$ cat config.mk
export PLATFORM = sky130hd
export DESIGN_NAME = axiLiteTop
export DESIGN_NICKNAME = d
export VERILOG_FILES = /design/src/verilog/axiLitePkg.sv /design/src/verilog/regMapPkg.sv /design/src/verilog/axiLiteIf.sv /design/src/verilog/axiLiteReadMaster.sv /design/src/verilog/axiLiteRegSlave.sv /design/src/verilog/axiLiteTop.sv /design/src/verilog/axiLiteWriteMaster.sv
export SDC_FILE = /design/constraint.sdc
export NUM_CORES = 1
export LEC_CHECK = 0
export BUFFER_PORTS_ARGS = -buffer_cell sky130_fd_sc_hd__buf_2
export CAP_MARGIN = 20
export CORE_MARGIN = 5
export CORE_UTILIZATION = 40
export CTS_CLUSTER_DIAMETER = 100
export DETAILED_ROUTE_END_ITERATION = 16
export GPL_TIMING_DRIVEN = 0
export PLACE_DENSITY = 0.62
export SYNTH_ARGS = -nofsm -noshare
export SYNTH_HDL_FRONTEND = slang
export SYNTH_SLANG_ARGS = --single-unit
$ cat constraint.sdc
create_clock -name aclk -period 6.1 [get_ports aclk]
set_input_delay 0.915 -clock aclk [delete_from_list [all_inputs] [get_ports aclk]]
set_output_delay 0.915 -clock aclk [all_outputs]
set_load 0.02 [all_outputs]
$ cat src/verilog/axiLitePkg.sv
`default_nettype none

package axiLitePkg;

  // bus geometry of the AXI4-Lite link
  localparam int unsigned addrWidth = 8;
  localparam int unsigned dataWidth = 32;
  localparam int unsigned strbWidth = dataWidth / 8;

  typedef logic [addrWidth-1:0] addrT;  // byte address
  typedef logic [dataWidth-1:0] dataT;
  typedef logic [strbWidth-1:0] strbT;  // one enable per data byte

  // response codes shared by the B and R channels
  typedef logic [1:0] respT;

  localparam respT respOkay   = 2'b00;
  localparam respT respSlvErr = 2'b10;

endpackage

`default_nettype wire

$ cat src/verilog/regMapPkg.sv
`default_nettype none

package regMapPkg;

  localparam int unsigned regCount   = 8;
  localparam int unsigned idxWidth   = $clog2(regCount);
  localparam int unsigned offsetBits = 2;  // registers are word aligned with four bytes each
  localparam int unsigned mapBytes   = regCount * 4;

  typedef logic [idxWidth-1:0] regIdxT;

  // register 0 reads back this word so software can identify the block
  localparam axiLitePkg::dataT idValue = 32'hA4E1_0001;

endpackage

`default_nettype wire
$ cat src/verilog/axiLiteIf.sv
`timescale 1ns/1ps
`default_nettype none

interface axiLiteIf (
  input logic aclk,
  input logic arstN
);

  // write address and write data
  logic             awvalid;
  logic             awready;
  axiLitePkg::addrT awaddr;
  logic             wvalid;
  logic             wready;
  axiLitePkg::dataT wdata;
  axiLitePkg::strbT wstrb;

  // write response
  logic             bvalid;
  logic             bready;
  axiLitePkg::respT bresp;

  // read address and read data
  logic             arvalid;
  logic             arready;
  axiLitePkg::addrT araddr;
  logic             rvalid;
  logic             rready;
  axiLitePkg::dataT rdata;
  axiLitePkg::respT rresp;

  modport master (
    output awvalid, awaddr, wvalid, wdata, wstrb, bready,
    output arvalid, araddr, rready,
    input  awready, wready, bvalid, bresp,
    input  arready, rvalid, rdata, rresp
  );

  modport slave (
    input  awvalid, awaddr, wvalid, wdata, wstrb, bready,
    input  arvalid, araddr, rready,
    output awready, wready, bvalid, bresp,
    output arready, rvalid, rdata, rresp
  );

endinterface

`default_nettype wire

$ cat src/verilog/axiLiteReadMaster.sv
`timescale 1ns/1ps
`default_nettype none

module axiLiteReadMaster (
  input  logic             aclk,
  input  logic             arstN,
  input  logic             rdReq,
  input  axiLitePkg::addrT rdAddr,
  output logic             rdReady,
  output logic             rdDone,
  output axiLitePkg::dataT rdData,
  output axiLitePkg::respT rdResp,
  axiLiteIf.master         bus
);

  typedef enum logic [1:0] {
    idle,
    addr,
    data,
    done
  } stateT;

  stateT            state;
  logic             accept;
  axiLitePkg::addrT addrQ;
  axiLitePkg::dataT dataQ;
  axiLitePkg::respT respQ;

  assign rdReady = (state == idle) || (state == done);
  assign accept  = rdReq && rdReady;

  always_ff @(posedge aclk or negedge arstN) begin
    if (!arstN) begin
      state <= idle;
    end else begin
      case (state)
        idle, done: state <= accept ? addr : idle;
        addr:       if (bus.arready) state <= data;
        data:       if (bus.rvalid) state <= done;  // rready is already high here
        default:    state <= idle;
      endcase
    end
  end

  always_ff @(posedge aclk) begin
    if (accept) addrQ <= rdAddr;
    if (state == data && bus.rvalid) begin
      dataQ <= bus.rdata;
      respQ <= bus.rresp;
    end
  end

  assign bus.arvalid = (state == addr);
  assign bus.araddr  = addrQ;
  assign bus.rready  = (state == data);

  assign rdDone = (state == done);
  assign rdData = dataQ;
  assign rdResp = respQ;

endmodule

`default_nettype wire

$ cat src/verilog/axiLiteRegSlave.sv
`timescale 1ns/1ps
`default_nettype none

module axiLiteRegSlave (
  input logic     aclk,
  input logic     arstN,
  axiLiteIf.slave bus
);

  axiLitePkg::dataT  regs [1:regMapPkg::regCount-1];  // register 0 is a constant
  logic              bPending;
  logic              rPending;
  axiLitePkg::respT  brespQ;
  axiLitePkg::respT  rrespQ;
  axiLitePkg::dataT  rdataQ;
  logic              wrFire;
  logic              rdFire;
  logic              wrInMap;
  logic              rdInMap;
  logic              wrOk;
  regMapPkg::regIdxT wrIdx;
  regMapPkg::regIdxT rdIdx;

  // word aligned and inside the register window
  function automatic logic inMap(input axiLitePkg::addrT addr);
    return (addr[regMapPkg::offsetBits-1:0] == '0) && (addr < regMapPkg::mapBytes);
  endfunction

  assign wrInMap = inMap(bus.awaddr);
  assign rdInMap = inMap(bus.araddr);
  assign wrIdx   = bus.awaddr[regMapPkg::offsetBits +: regMapPkg::idxWidth];
  assign rdIdx   = bus.araddr[regMapPkg::offsetBits +: regMapPkg::idxWidth];
  assign wrOk    = wrInMap && (wrIdx != '0);

  // address and data are taken only as a pair, and only with the B slot free
  assign wrFire      = bus.awvalid && bus.wvalid && !bPending;
  assign bus.awready = wrFire;
  assign bus.wready  = wrFire;

  always_ff @(posedge aclk or negedge arstN) begin
    if (!arstN) begin
      for (int i = 1; i < regMapPkg::regCount; i++) begin
        regs[i] <= '0;
      end
    end else if (wrFire && wrOk) begin
      for (int b = 0; b < axiLitePkg::strbWidth; b++) begin
        if (bus.wstrb[b]) regs[wrIdx][8*b +: 8] <= bus.wdata[8*b +: 8];
      end
    end
  end

  always_ff @(posedge aclk or negedge arstN) begin
    if (!arstN) begin
      bPending <= 1'b0;
    end else if (wrFire) begin
      bPending <= 1'b1;
    end else if (bus.bready) begin
      bPending <= 1'b0;  // bvalid is bPending, so this is the B transfer
    end
  end

  always_ff @(posedge aclk) begin
    if (wrFire) brespQ <= wrOk ? axiLitePkg::respOkay : axiLitePkg::respSlvErr;
  end

  assign bus.bvalid = bPending;
  assign bus.bresp  = brespQ;

  assign rdFire      = bus.arvalid && !rPending;
  assign bus.arready = rdFire;

  always_ff @(posedge aclk or negedge arstN) begin
    if (!arstN) begin
      rPending <= 1'b0;
    end else if (rdFire) begin
      rPending <= 1'b1;
    end else if (bus.rready) begin
      rPending <= 1'b0;
    end
  end

  // sampled on the same edge as a write, so a colliding read sees the old value
  always_ff @(posedge aclk) begin
    if (rdFire) begin
      if (!rdInMap) begin
        rdataQ <= '0;
        rrespQ <= axiLitePkg::respSlvErr;
      end else if (rdIdx == '0) begin
        rdataQ <= regMapPkg::idValue;
        rrespQ <= axiLitePkg::respOkay;
      end else begin
        rdataQ <= regs[rdIdx];
        rrespQ <= axiLitePkg::respOkay;
      end
    end
  end

  assign bus.rvalid = rPending;
  assign bus.rdata  = rdataQ;
  assign bus.rresp  = rrespQ;

endmodule

`default_nettype wire

$ cat src/verilog/axiLiteTop.sv
`timescale 1ns/1ps
`default_nettype none

module axiLiteTop (
  input  logic             aclk,
  input  logic             arstN,
  input  logic             wrReq,
  input  axiLitePkg::addrT wrAddr,
  input  axiLitePkg::dataT wrData,
  input  axiLitePkg::strbT wrStrb,
  output logic             wrReady,
  output logic             wrDone,
  output axiLitePkg::respT wrResp,
  input  logic             rdReq,
  input  axiLitePkg::addrT rdAddr,
  output logic             rdReady,
  output logic             rdDone,
  output axiLitePkg::dataT rdData,
  output axiLitePkg::respT rdResp
);

  axiLiteIf bus (
    .aclk  (aclk),
    .arstN (arstN)
  );

  // both masters share one link, each driving only its own channels
  axiLiteWriteMaster writeMaster (
    .aclk    (aclk),
    .arstN   (arstN),
    .wrReq   (wrReq),
    .wrAddr  (wrAddr),
    .wrData  (wrData),
    .wrStrb  (wrStrb),
    .wrReady (wrReady),
    .wrDone  (wrDone),
    .wrResp  (wrResp),
    .bus     (bus.master)
  );

  axiLiteReadMaster readMaster (
    .aclk    (aclk),
    .arstN   (arstN),
    .rdReq   (rdReq),
    .rdAddr  (rdAddr),
    .rdReady (rdReady),
    .rdDone  (rdDone),
    .rdData  (rdData),
    .rdResp  (rdResp),
    .bus     (bus.master)
  );

  axiLiteRegSlave regSlave (
    .aclk  (aclk),
    .arstN (arstN),
    .bus   (bus.slave)
  );

endmodule

`default_nettype wire

$ cat src/verilog/axiLiteWriteMaster.sv
`timescale 1ns/1ps
`default_nettype none

module axiLiteWriteMaster (
  input  logic             aclk,
  input  logic             arstN,
  input  logic             wrReq,
  input  axiLitePkg::addrT wrAddr,
  input  axiLitePkg::dataT wrData,
  input  axiLitePkg::strbT wrStrb,
  output logic             wrReady,
  output logic             wrDone,
  output axiLitePkg::respT wrResp,
  axiLiteIf.master         bus
);

  typedef enum logic [1:0] {
    idle,
    addrData,
    resp,
    done
  } stateT;

  stateT            state;
  logic             accept;
  axiLitePkg::addrT addrQ;
  axiLitePkg::dataT dataQ;
  axiLitePkg::strbT strbQ;
  axiLitePkg::respT respQ;

  assign wrReady = (state == idle) || (state == done);  // a new command may follow the done cycle
  assign accept  = wrReq && wrReady;

  always_ff @(posedge aclk or negedge arstN) begin
    if (!arstN) begin
      state <= idle;
    end else begin
      case (state)
        idle, done: begin
          state <= accept ? addrData : idle;
        end
        addrData: begin
          if (bus.awready && bus.wready) state <= resp;
        end
        resp: begin
          if (bus.bvalid) state <= done;
        end
        default: state <= idle;
      endcase
    end
  end

  // command is held here so the bus payload stays stable while valid is up
  always_ff @(posedge aclk) begin
    if (accept) begin
      addrQ <= wrAddr;
      dataQ <= wrData;
      strbQ <= wrStrb;
    end
    if (state == resp && bus.bvalid) respQ <= bus.bresp;
  end

  assign bus.awvalid = (state == addrData);
  assign bus.wvalid  = (state == addrData);  // address and data go out together
  assign bus.awaddr  = addrQ;
  assign bus.wdata   = dataQ;
  assign bus.wstrb   = strbQ;
  assign bus.bready  = (state == resp);

  assign wrDone = (state == done);
  assign wrResp = respQ;

endmodule

`default_nettype wire

==> results.txt, run 1 <==
----------------------------------------------------
[Clock tree]
  Clk Tree Root Cell ... clkbuf_16
  Count of cells resized by post-cts repair ... 0
  CTS buffer count ... 39
  Maximum count of clock buffers along a single path ... 3
  CTS hold repair buffers ... 0
  Worst-skew pair later-pin latency ... 530 ps
  Clock edge transition at the registers on the reported setup and hold paths ... 60 ps
  TritonCTS sink count ... 350
  Number of buffers added for setup after CTS ... 0
  Clock tree from TritonCTS ... yes
  Number of levels in the clock H-tree ... 2

[Timing]
  Final sum of negative setup slack ... 0 ps
  Final hold vios ... 0
  Post-layout minimum cycle time ... 3220 ps
  Unrepaired setup endpoints after global routing ... no
  Worst slew pin tran ... 955 ps
  Final count of negative-setup-slack endpoints ... 0
  Fin crit share ... 52.7%
  Hold_ws ... 300 ps
  Fin. max-slew vios ... 0
  Max frequency ... 0.311 GHz
  Layout Skew ... 19.4 ps
  Max_slew headroom ... 35.8%

[GRT]
  Overall overflow remaining after global route ... 0
  Overall routing resource usage ... 16.2%
  Wire length of the first global-routing pass ... 52200 um
  Pin count of the biggest net entering global routing ... 92
  Antenna violations before repair ... 0
  Vias in the first global route ... 8778

[Synth]
  Share of the synthesized area in the top cell type ... 39.0%
  Most numerous cell in the Yosys netlist ... mux2_2
  Number of distinct library cell variants in the gate-level netlist after synthesis ... 40
  Async set or reset register ratio after synthesis ... 65.7%
  Share of synthesized area occupied by flip-flops and latches ... 63.3%
  Dominant cells by area after synthesis ... dfrtp_1 (39%), edfxtp_1 (24%), mux2_2 (19%)
  Yosys warns ... 0
  Area of the mapped netlist ... 14800 sq um
  Top cell types by occurrence after synthesis ... mux2_2 (244), dfrtp_1 (230), edfxtp_1 (120)
  Top FF cell, synth ... dfrtp_1
  Most area-hungry cell type in the Yosys netlist ... dfrtp_1
  Avg Inst Size Synth ... 16.6 sq um
  Number of storage elements in the synthesis netlist ... 350
  Number of flops mapped to enable cells by yosys ... 120
  Instance count of the mapped netlist ... 892

[Hold path]
  Classification of the worst-slack hold path ... in2async

[Pwr]
  Power density over cell area ... 377 nW/um^2
  Total leakage power ... 7.71 nW
  Power consumption ... 0.00653 W
  Peak ir drop on the vdd network ... 0.283 mV

[Layout]
  Combined area of the multi-input logic cells ... 5180 sq um
  Post-layout instance count excluding filler cells ... 1536
  Footprint of the flip-flops and latches ... 9360 sq um
  Share of post-route cells with drive strength above 1 ... 43.8%
  Antenna diode count ... 0
  Layout Area Growth over Synthesis ... 17.2%
  Layout Utilization ... 47.4%
  Number of nets in the final layout ... 1099
  Filler cells ... 3169

[Place]
  # port buffers ... 93
  Cell Count Post-Placement ... 1464
  Placer Congestion ... 0.757
  Post-DP HPWL ... 22100 um

[Run status]
  Outcome ... finished clean

[Critical path]
  Required time at the worst-slack endpoint ... 6500 ps
  Crit path DAT ... 3620 ps
  Kind of critical path ... reg2reg
  Reg2reg start ... writeMaster.state[1]
  Kind of end point of the critical path ... flip-flop
  Critical path startpoint category ... flip-flop
  Crit Path Max Fanout ... 10
  Origin of the worst setup path ... writeMaster.state[1]

[Die]
  Die outline height ... 202 um
  Row count ... 70
  Area inside the core boundary ... 36500 sq um
  Area of the die ... 40900 sq um
  Num ports ... 96
  Initial Utilization ... 40.5%
  Width of the die ... 202 um

[Detailed routing]
  Average wire length per cell after detail routing ... 21.4 um
  Iteration-0 DRC count of the detailed router ... 440
  Number of nets with antenna violations after routing ... 0
  DR vias/cell ... 5.27
  Number of vias in the routed layout ... 8092
  Drt drc ... 0
  Number of detailed-routing iterations run before antenna repair ... 4
  Post-detailed-routing wire length ... 32900 um

[Run]
  Max-cap violations ... 0

----------------------------------------------------
power by group:
part           internal, W  switching [W]
logic             0.000398       0.000793
clock network      0.00138       0.000934
registers          0.00282       0.000199
critical path, stage by stage (launching register included):
cell and delay (ps):
dfrtp_1 410, inv_1 70, ha_1 300, or4b_1 500, clkbuf_1 180, buf_6 200
buf_12 170, nor4_4 830, mux2_2 410
sequential cells by signal, indices dropped and copies added (netlist names):
name                    cells
regSlave.regs             224
readMaster.rdData          32
regSlave.bus.rdata         32
writeMaster.bus.wdata      32
readMaster.bus.araddr       8
writeMaster.bus.awaddr      8
writeMaster.bus.wstrb       4
readMaster.state            2
writeMaster.state           2
readMaster.rdResp           1
regSlave.bus.bresp          1
regSlave.bus.bvalid         1
regSlave.bus.rresp          1
regSlave.bus.rvalid         1
writeMaster.wrResp          1
cell families after synthesis:
group	after synthesis	synth area share, %
flops	350	63.3
mux	300	24.5
simple gates	129	7.08
buf+inv	58	1.72
compound gates	48	2.87
fa+ha+maj	6	0.508
other cells	1	0.0254
routing by layer:
metal | track usage [%] | part of all wire [%]
met5 | 0 | 0
met4 | 3.49 | 1.8
met3 | 2.82 | 3.8
met2 | 26.3 | 47
met1 | 23.0 | 47
layout by cell type, fill, tap and decap left out, drive strengths merged, types with 8 or more instances in the layout:
cell | synthesis | layout
buf | 16 | 119
or4 | 8 | 8
nand2 | 13 | 13
a2bb2oi | 8 | 8
nand2b | 8 | 8
nor3 | 25 | 25
nand3 | 8 | 8
mux2i | 28 | 28
dfrtp | 230 | 230
clkbuf | 35 | 88
inv | 7 | 8
nor4 | 22 | 22
mux2 | 248 | 248
nor2b | 28 | 28
o2111a | 8 | 8
mux4 | 24 | 24
edfxtp | 120 | 120
clkinv | 0 | 15
a221oi | 24 | 24
final cells by class:
cell class	count	area share (%)
sequential	350	54.1
multi-input combinational	485	29.9
clock buffer	53	6.47
timing repair buffer	103	3.78
tap	468	3.38
buffer	51	1.32
clock inverter	19	0.947
inverter	7	0.152
stage by stage:
step / setup WS, ps / area (sq um)
6_report: 2880 / 17300
3_3_place_gp: -49.5 / 15800
5_1_grt: 2760 / 17300
4_1_cts: 2860 / 17300
2_1_floorplan: 3510 / 14800
3_5_place_dp: 2860 / 16000
final timing paths:
path	endpoint	slack (ps)	cells past startpoint
max reg2reg	regSlave.regs[49]	2880	8
max	regSlave.regs[49]	2880	8
min in group aclk	readMaster.rdData[8]	410	0
max in group asynchronous	regSlave.regs[185]	5000	2
min reg2reg	readMaster.rdData[8]	410	0
min	regSlave.regs[107]	300	1
Power figures use the tool's default switching activity.
==> run 2, diff against run 1 <==
--- a/config.mk
+++ b/config.mk
@@ -5,6 +5,7 @@
 export SDC_FILE = /design/constraint.sdc
 export NUM_CORES = 1
 export LEC_CHECK = 0
+export ABC_AREA = 1
 export BUFFER_PORTS_ARGS = -buffer_cell sky130_fd_sc_hd__buf_2
 export CAP_MARGIN = 20
 export CORE_MARGIN = 5
@@ -12,7 +13,7 @@
 export CTS_CLUSTER_DIAMETER = 100
 export DETAILED_ROUTE_END_ITERATION = 16
 export GPL_TIMING_DRIVEN = 0
-export PLACE_DENSITY = 0.62
+export PLACE_DENSITY = 0.61
 export SYNTH_ARGS = -nofsm -noshare
 export SYNTH_HDL_FRONTEND = slang
 export SYNTH_SLANG_ARGS = --single-unit
==> constraint.sdc (replaced) <==
create_clock -name aclk -period 3.13 [get_ports aclk]
set_input_delay 0.4695 -clock aclk [delete_from_list [all_inputs] [get_ports aclk]]
set_output_delay 0.4695 -clock aclk [all_outputs]
set_load 0.02 [all_outputs]
==> run 2 against run 1 <==
Sequential share of layout area decreased by 1.9 points. Power is 100% higher. Critical path depth fell by 1. Largest power group unchanged. Via count increased by 57%. Highest routed layer unchanged. First-iteration DRC count increased by 140%. Flip-flop and latch count stayed put. Fmax increased by 25%. Worst setup slack worse by 2300 ps. Clock power increased by 87%.
==> results.txt, run 2 <==
----------------------------------------------------
[Run status]
  Outcome ... finished clean (unchanged)

[Synth]
  Instance count of the mapped netlist ... 1673 (was 892)
  Area of the mapped netlist ... 15500 sq um (was 14800 sq um)
  Share of synthesized area occupied by flip-flops and latches ... 60.4% (was 63.3%)
  Number of flops mapped to enable cells by yosys ... 120 (unchanged)
  Number of distinct library cell variants in the gate-level netlist after synthesis ... 22 (was 40)
  Top cell types by occurrence after synthesis ... nand2_1 (578), dfrtp_1 (230), nand4_1 (224) (was mux2_2 (244), dfrtp_1 (230), edfxtp_1 (120))
  Avg Inst Size Synth ... 9.26 sq um (was 16.6 sq um)
  Yosys warns ... 0 (unchanged)
  Share of the synthesized area in the top cell type ... 37.1% (was 39.0%)
  Top FF cell, synth ... dfrtp_1 (unchanged)
  Most area-hungry cell type in the Yosys netlist ... dfrtp_1 (unchanged)
  Dominant cells by area after synthesis ... dfrtp_1 (37%), edfxtp_1 (23%), nand2_1 (14%) (was dfrtp_1 (39%), edfxtp_1 (24%), mux2_2 (19%))
  Number of storage elements in the synthesis netlist ... 350 (unchanged)
  Async set or reset register ratio after synthesis ... 65.7% (unchanged)
  Most numerous cell in the Yosys netlist ... nand2_1 (was mux2_2)

[Critical path]
  Most frequent cell on the critical path ... nor2_1
  Kind of end point of the critical path ... flip-flop (unchanged)
  Slowest stage cell on the critical path ... nor2_1 (was nor4_4)
  Family with the most delay on the worst path ... simple AND/OR/NAND/NOR gates (unchanged)
  Crit Path Max Fanout ... 10 (unchanged)
  Buffer and inverter count on the worst path ... 2 (was 4)
  Crit path DAT ... 2930 ps (was 3620 ps)
  Critical path startpoint category ... flip-flop (unchanged)
  Required time at the worst-slack endpoint ... 3480 ps (was 6500 ps)
  Critical Path Max Stage Delay ... 700 ps (was 830 ps)
  Cell breakdown of the critical path ... buf_2, nor2_1, buf_2, nand2_1, nand3_1, nor2_1, nor2_1 (was inv_1, ha_1, or4b_1, clkbuf_1, buf_6, buf_12, nor4_4, mux2_2)
  Kind of critical path ... reg2reg (unchanged)

[Pwr]
  Switching component of the power ... 0.00469 W (was 0.00193 W)
  Internal cell power ... 0.00858 W (was 0.00460 W)
  Clock Power Share ... 32.6% (was 35.4%)
  Power density over cell area ... 739 nW/um^2 (was 377 nW/um^2)
  Total leakage power ... 8.59 nW (was 7.71 nW)
  Power share of the combinational group ... 22.7% (was 18.2%)
  Share of total power in sequential cells ... 44.6% (was 46.3%)
  Fraction of power spent switching nets ... 35.3% (was 29.5%)
  Peak ir drop on the vdd network ... 0.822 mV (was 0.283 mV)

[Clock tree]
  Clk Tree Root Cell ... clkbuf_16 (unchanged)
  TritonCTS sink count ... 350 (unchanged)
  Clock edge transition at the registers on the reported setup and hold paths ... 60 ps (about the same)
  Worst-skew pair later-pin latency ... 550 ps (was 530 ps)
  Number of levels in the clock H-tree ... 2 (unchanged)
  CTS buffer count ... 40 (was 39)
  Count of cells resized by post-cts repair ... 0 (unchanged)
  Maximum count of clock buffers along a single path ... 3 (unchanged)
  Clock tree from TritonCTS ... yes (unchanged)

[Detailed routing]
  Post-detailed-routing wire length ... 45400 um (was 32900 um)
  Drt drc ... 0 (unchanged)
  Number of vias in the routed layout ... 12.7k (was 8092)
  Number of nets with antenna violations after routing ... 0 (unchanged)
  Iteration-0 DRC count of the detailed router ... 1069 (was 440)
  Number of detailed-routing iterations run before antenna repair ... 5 (was 4)
  DR vias/cell ... 5.37 (was 5.27)
  Average wire length per cell after detail routing ... 19.2 um (was 21.4 um)

[Layout]
  Layout Area Growth over Synthesis ... 15.8% (was 17.2%)
  Filler cells ... 3708 (was 3169)
  Number of nets in the final layout ... 1876 (was 1099)
  Share of post-route cells with drive strength above 1 ... 15.7% (was 43.8%)
  Most frequent standard cell in the layout excluding fill and tap cells ... nand2_1 (was mux2_2)
  Number of flip-flops in the largest register ... 224 (unchanged)
  Largest register by flop count ... regSlave.regs (unchanged)
  Antenna diode count ... 0 (unchanged)
  Highest-count cells in the layout ignoring fill and taps ... nand2_1 (578), dfrtp_1 (230), nand4_1 (224), nor2_1 (165), buf_2 (164) (was mux2_2 (244), dfrtp_1 (230), edfxtp_1 (120), buf_2 (96), clkbuf_1 (42))

[Timing]
  Worst slew pin tran ... 902 ps (was 955 ps)
  Final count of negative-setup-slack endpoints ... 0 (unchanged)
  Post-layout minimum cycle time ... 2580 ps (was 3220 ps)
  Unrepaired setup endpoints after global routing ... no (unchanged)
  Slack of the critical path ... 550 ps (was 2880 ps)
  Max frequency ... 0.388 GHz (was 0.311 GHz)
  Hold_ws ... 96.5 ps (was 300 ps)
  Layout Skew ... 11.8 ps (was 19.4 ps)
  Fin. max-slew vios ... 0 (unchanged)
  Fin crit share ... 82.4% (was 52.7%)
  Final hold vios ... 0 (unchanged)
  Max_slew headroom ... 39.8% (was 35.8%)

[GRT]
  Wire length of the first global-routing pass ... 71300 um (was 52200 um)
  Pin count of the biggest net entering global routing ... 86 (was 92)
  Vias in the first global route ... 12.4k (was 8778)
  Overall overflow remaining after global route ... 0 (unchanged)
  Overall routing resource usage ... 21.5% (was 16.2%)
  Antenna violations before repair ... 0 (unchanged)

[Die]
  Num ports ... 96 (unchanged)
  Row count ... 72 (was 70)
  Area inside the core boundary ... 38500 sq um (was 36500 sq um)
  Die outline height ... 207 um (was 202 um)
  Initial Utilization ... 40.3% (was 40.5%)
  Width of the die ... 207 um (was 202 um)
  Area of the die ... 42800 sq um (was 40900 sq um)

[Place]
  # port buffers ... 93 (unchanged)
  Placer Congestion ... 0.914 (was 0.757)
  Setup Slack @ Placement ... 683 ps (was 2860 ps)
  Post-DP HPWL ... 32700 um (was 22100 um)

[Run]
  Max-cap violations ... 0 (unchanged)

[Hold path]
  Classification of the worst-slack hold path ... in2reg (was in2async)

----------------------------------------------------
-- run 2: cell types whose count changed in the layout (fill, tap and decap cells not counted), sizes merged, moves of 35 or more --
cell and change:
mux2 -248, o21ai +90, nor2 +192, a21oi +35, nand2 +565, buf +55, nand3 +60, nand4 +224
-- run 2: through the flow --
| stage | instances | total power, W | setup TNS, ps | cell area (sq um) | utilization (%) |
|---|---|---|---|---|---|
| finish | 2361 | 0.0133 | 0 | 17900 | 46.6 |
| global route | 2361 | 0.0139 | 0 | 17900 | 46.6 |
| CTS | 2361 | 0.0133 | 0 | 17900 | 46.6 |
| detailed placement | 2289 | 0.00897 | 0 | 16700 | 43.5 |
| global placement | 2285 | 0.00886 | -614850 | 16600 | 43.2 |
| floorplan | 1674 | 0.00760 | 0 | 15500 | - |
-- run 2: routing by layer --
metal  vias up  GRT usage (%)  routed length (um)
met3        80           3.98                3490
met1      6097           31.5               20600
met2       459           32.6               20100
met4         0           6.66                1140
li1       6035              -                   -
met5         -              0                   0
-- run 2: logic make-up after synthesis --
group                      Yosys count  synth area share, %
and+or+nand+nor                   1069                 31.4
DFF                                350                 60.4
AOI/OAI and AO/OA                  128                 4.13
buffers and inverters              119                 3.54
adders and majority gates            6                0.484
other                                1               0.0242
-- run 2: final timing paths --
path | end | cells past startpoint | from | slack (ps)
min in group asynchronous | regSlave.regs[200] | 2 | arstN | 460
max in group asynchronous | regSlave.regs[24] | 3 | arstN | 1830
max reg2reg | regSlave.bus.rdata[15] | 7 | readMaster.bus.araddr[2] | 550
max | regSlave.bus.rdata[15] | 7 | readMaster.bus.araddr[2] | 550
min reg2reg | readMaster.rdData[20] | 0 | regSlave.bus.rdata[20] | 420
min | writeMaster.bus.awaddr[6] | 1 | wrAddr[6] | 100
-- run 2: timing repair --
item	4_1_cts	5_1_grt
setup buffers	0	0
endpoints found under the hold margin	68	0
hold buffers	1	0
-- run 2: layout make-up --
cell class / count / area (sq um) / area share, %
flip-flops and latches: 350 / 9360 / 52.2
multi-input cells: 1205 / 5600 / 31.2
clock buffers: 59 / 1130 / 6.32
well taps: 518 / 648 / 3.61
repair buffers: 98 / 596 / 3.32
plain buffers: 93 / 450 / 2.51
inverters: 26 / 97.6 / 0.544
clock inverters: 12 / 58.8 / 0.328
-- run 2: power by group through the flow --
stage / sequential (W) / clock [W] / combinational [W]
global route: 0.00596 / 0.00462 / 0.00331
floorplan: 0.00585 / 0 / 0.00175
global placement: 0.00598 / 0 / 0.00288
detailed placement: 0.00598 / 0 / 0.00300
CTS: 0.00589 / 0.00443 / 0.00301
finish: 0.00592 / 0.00433 / 0.00302
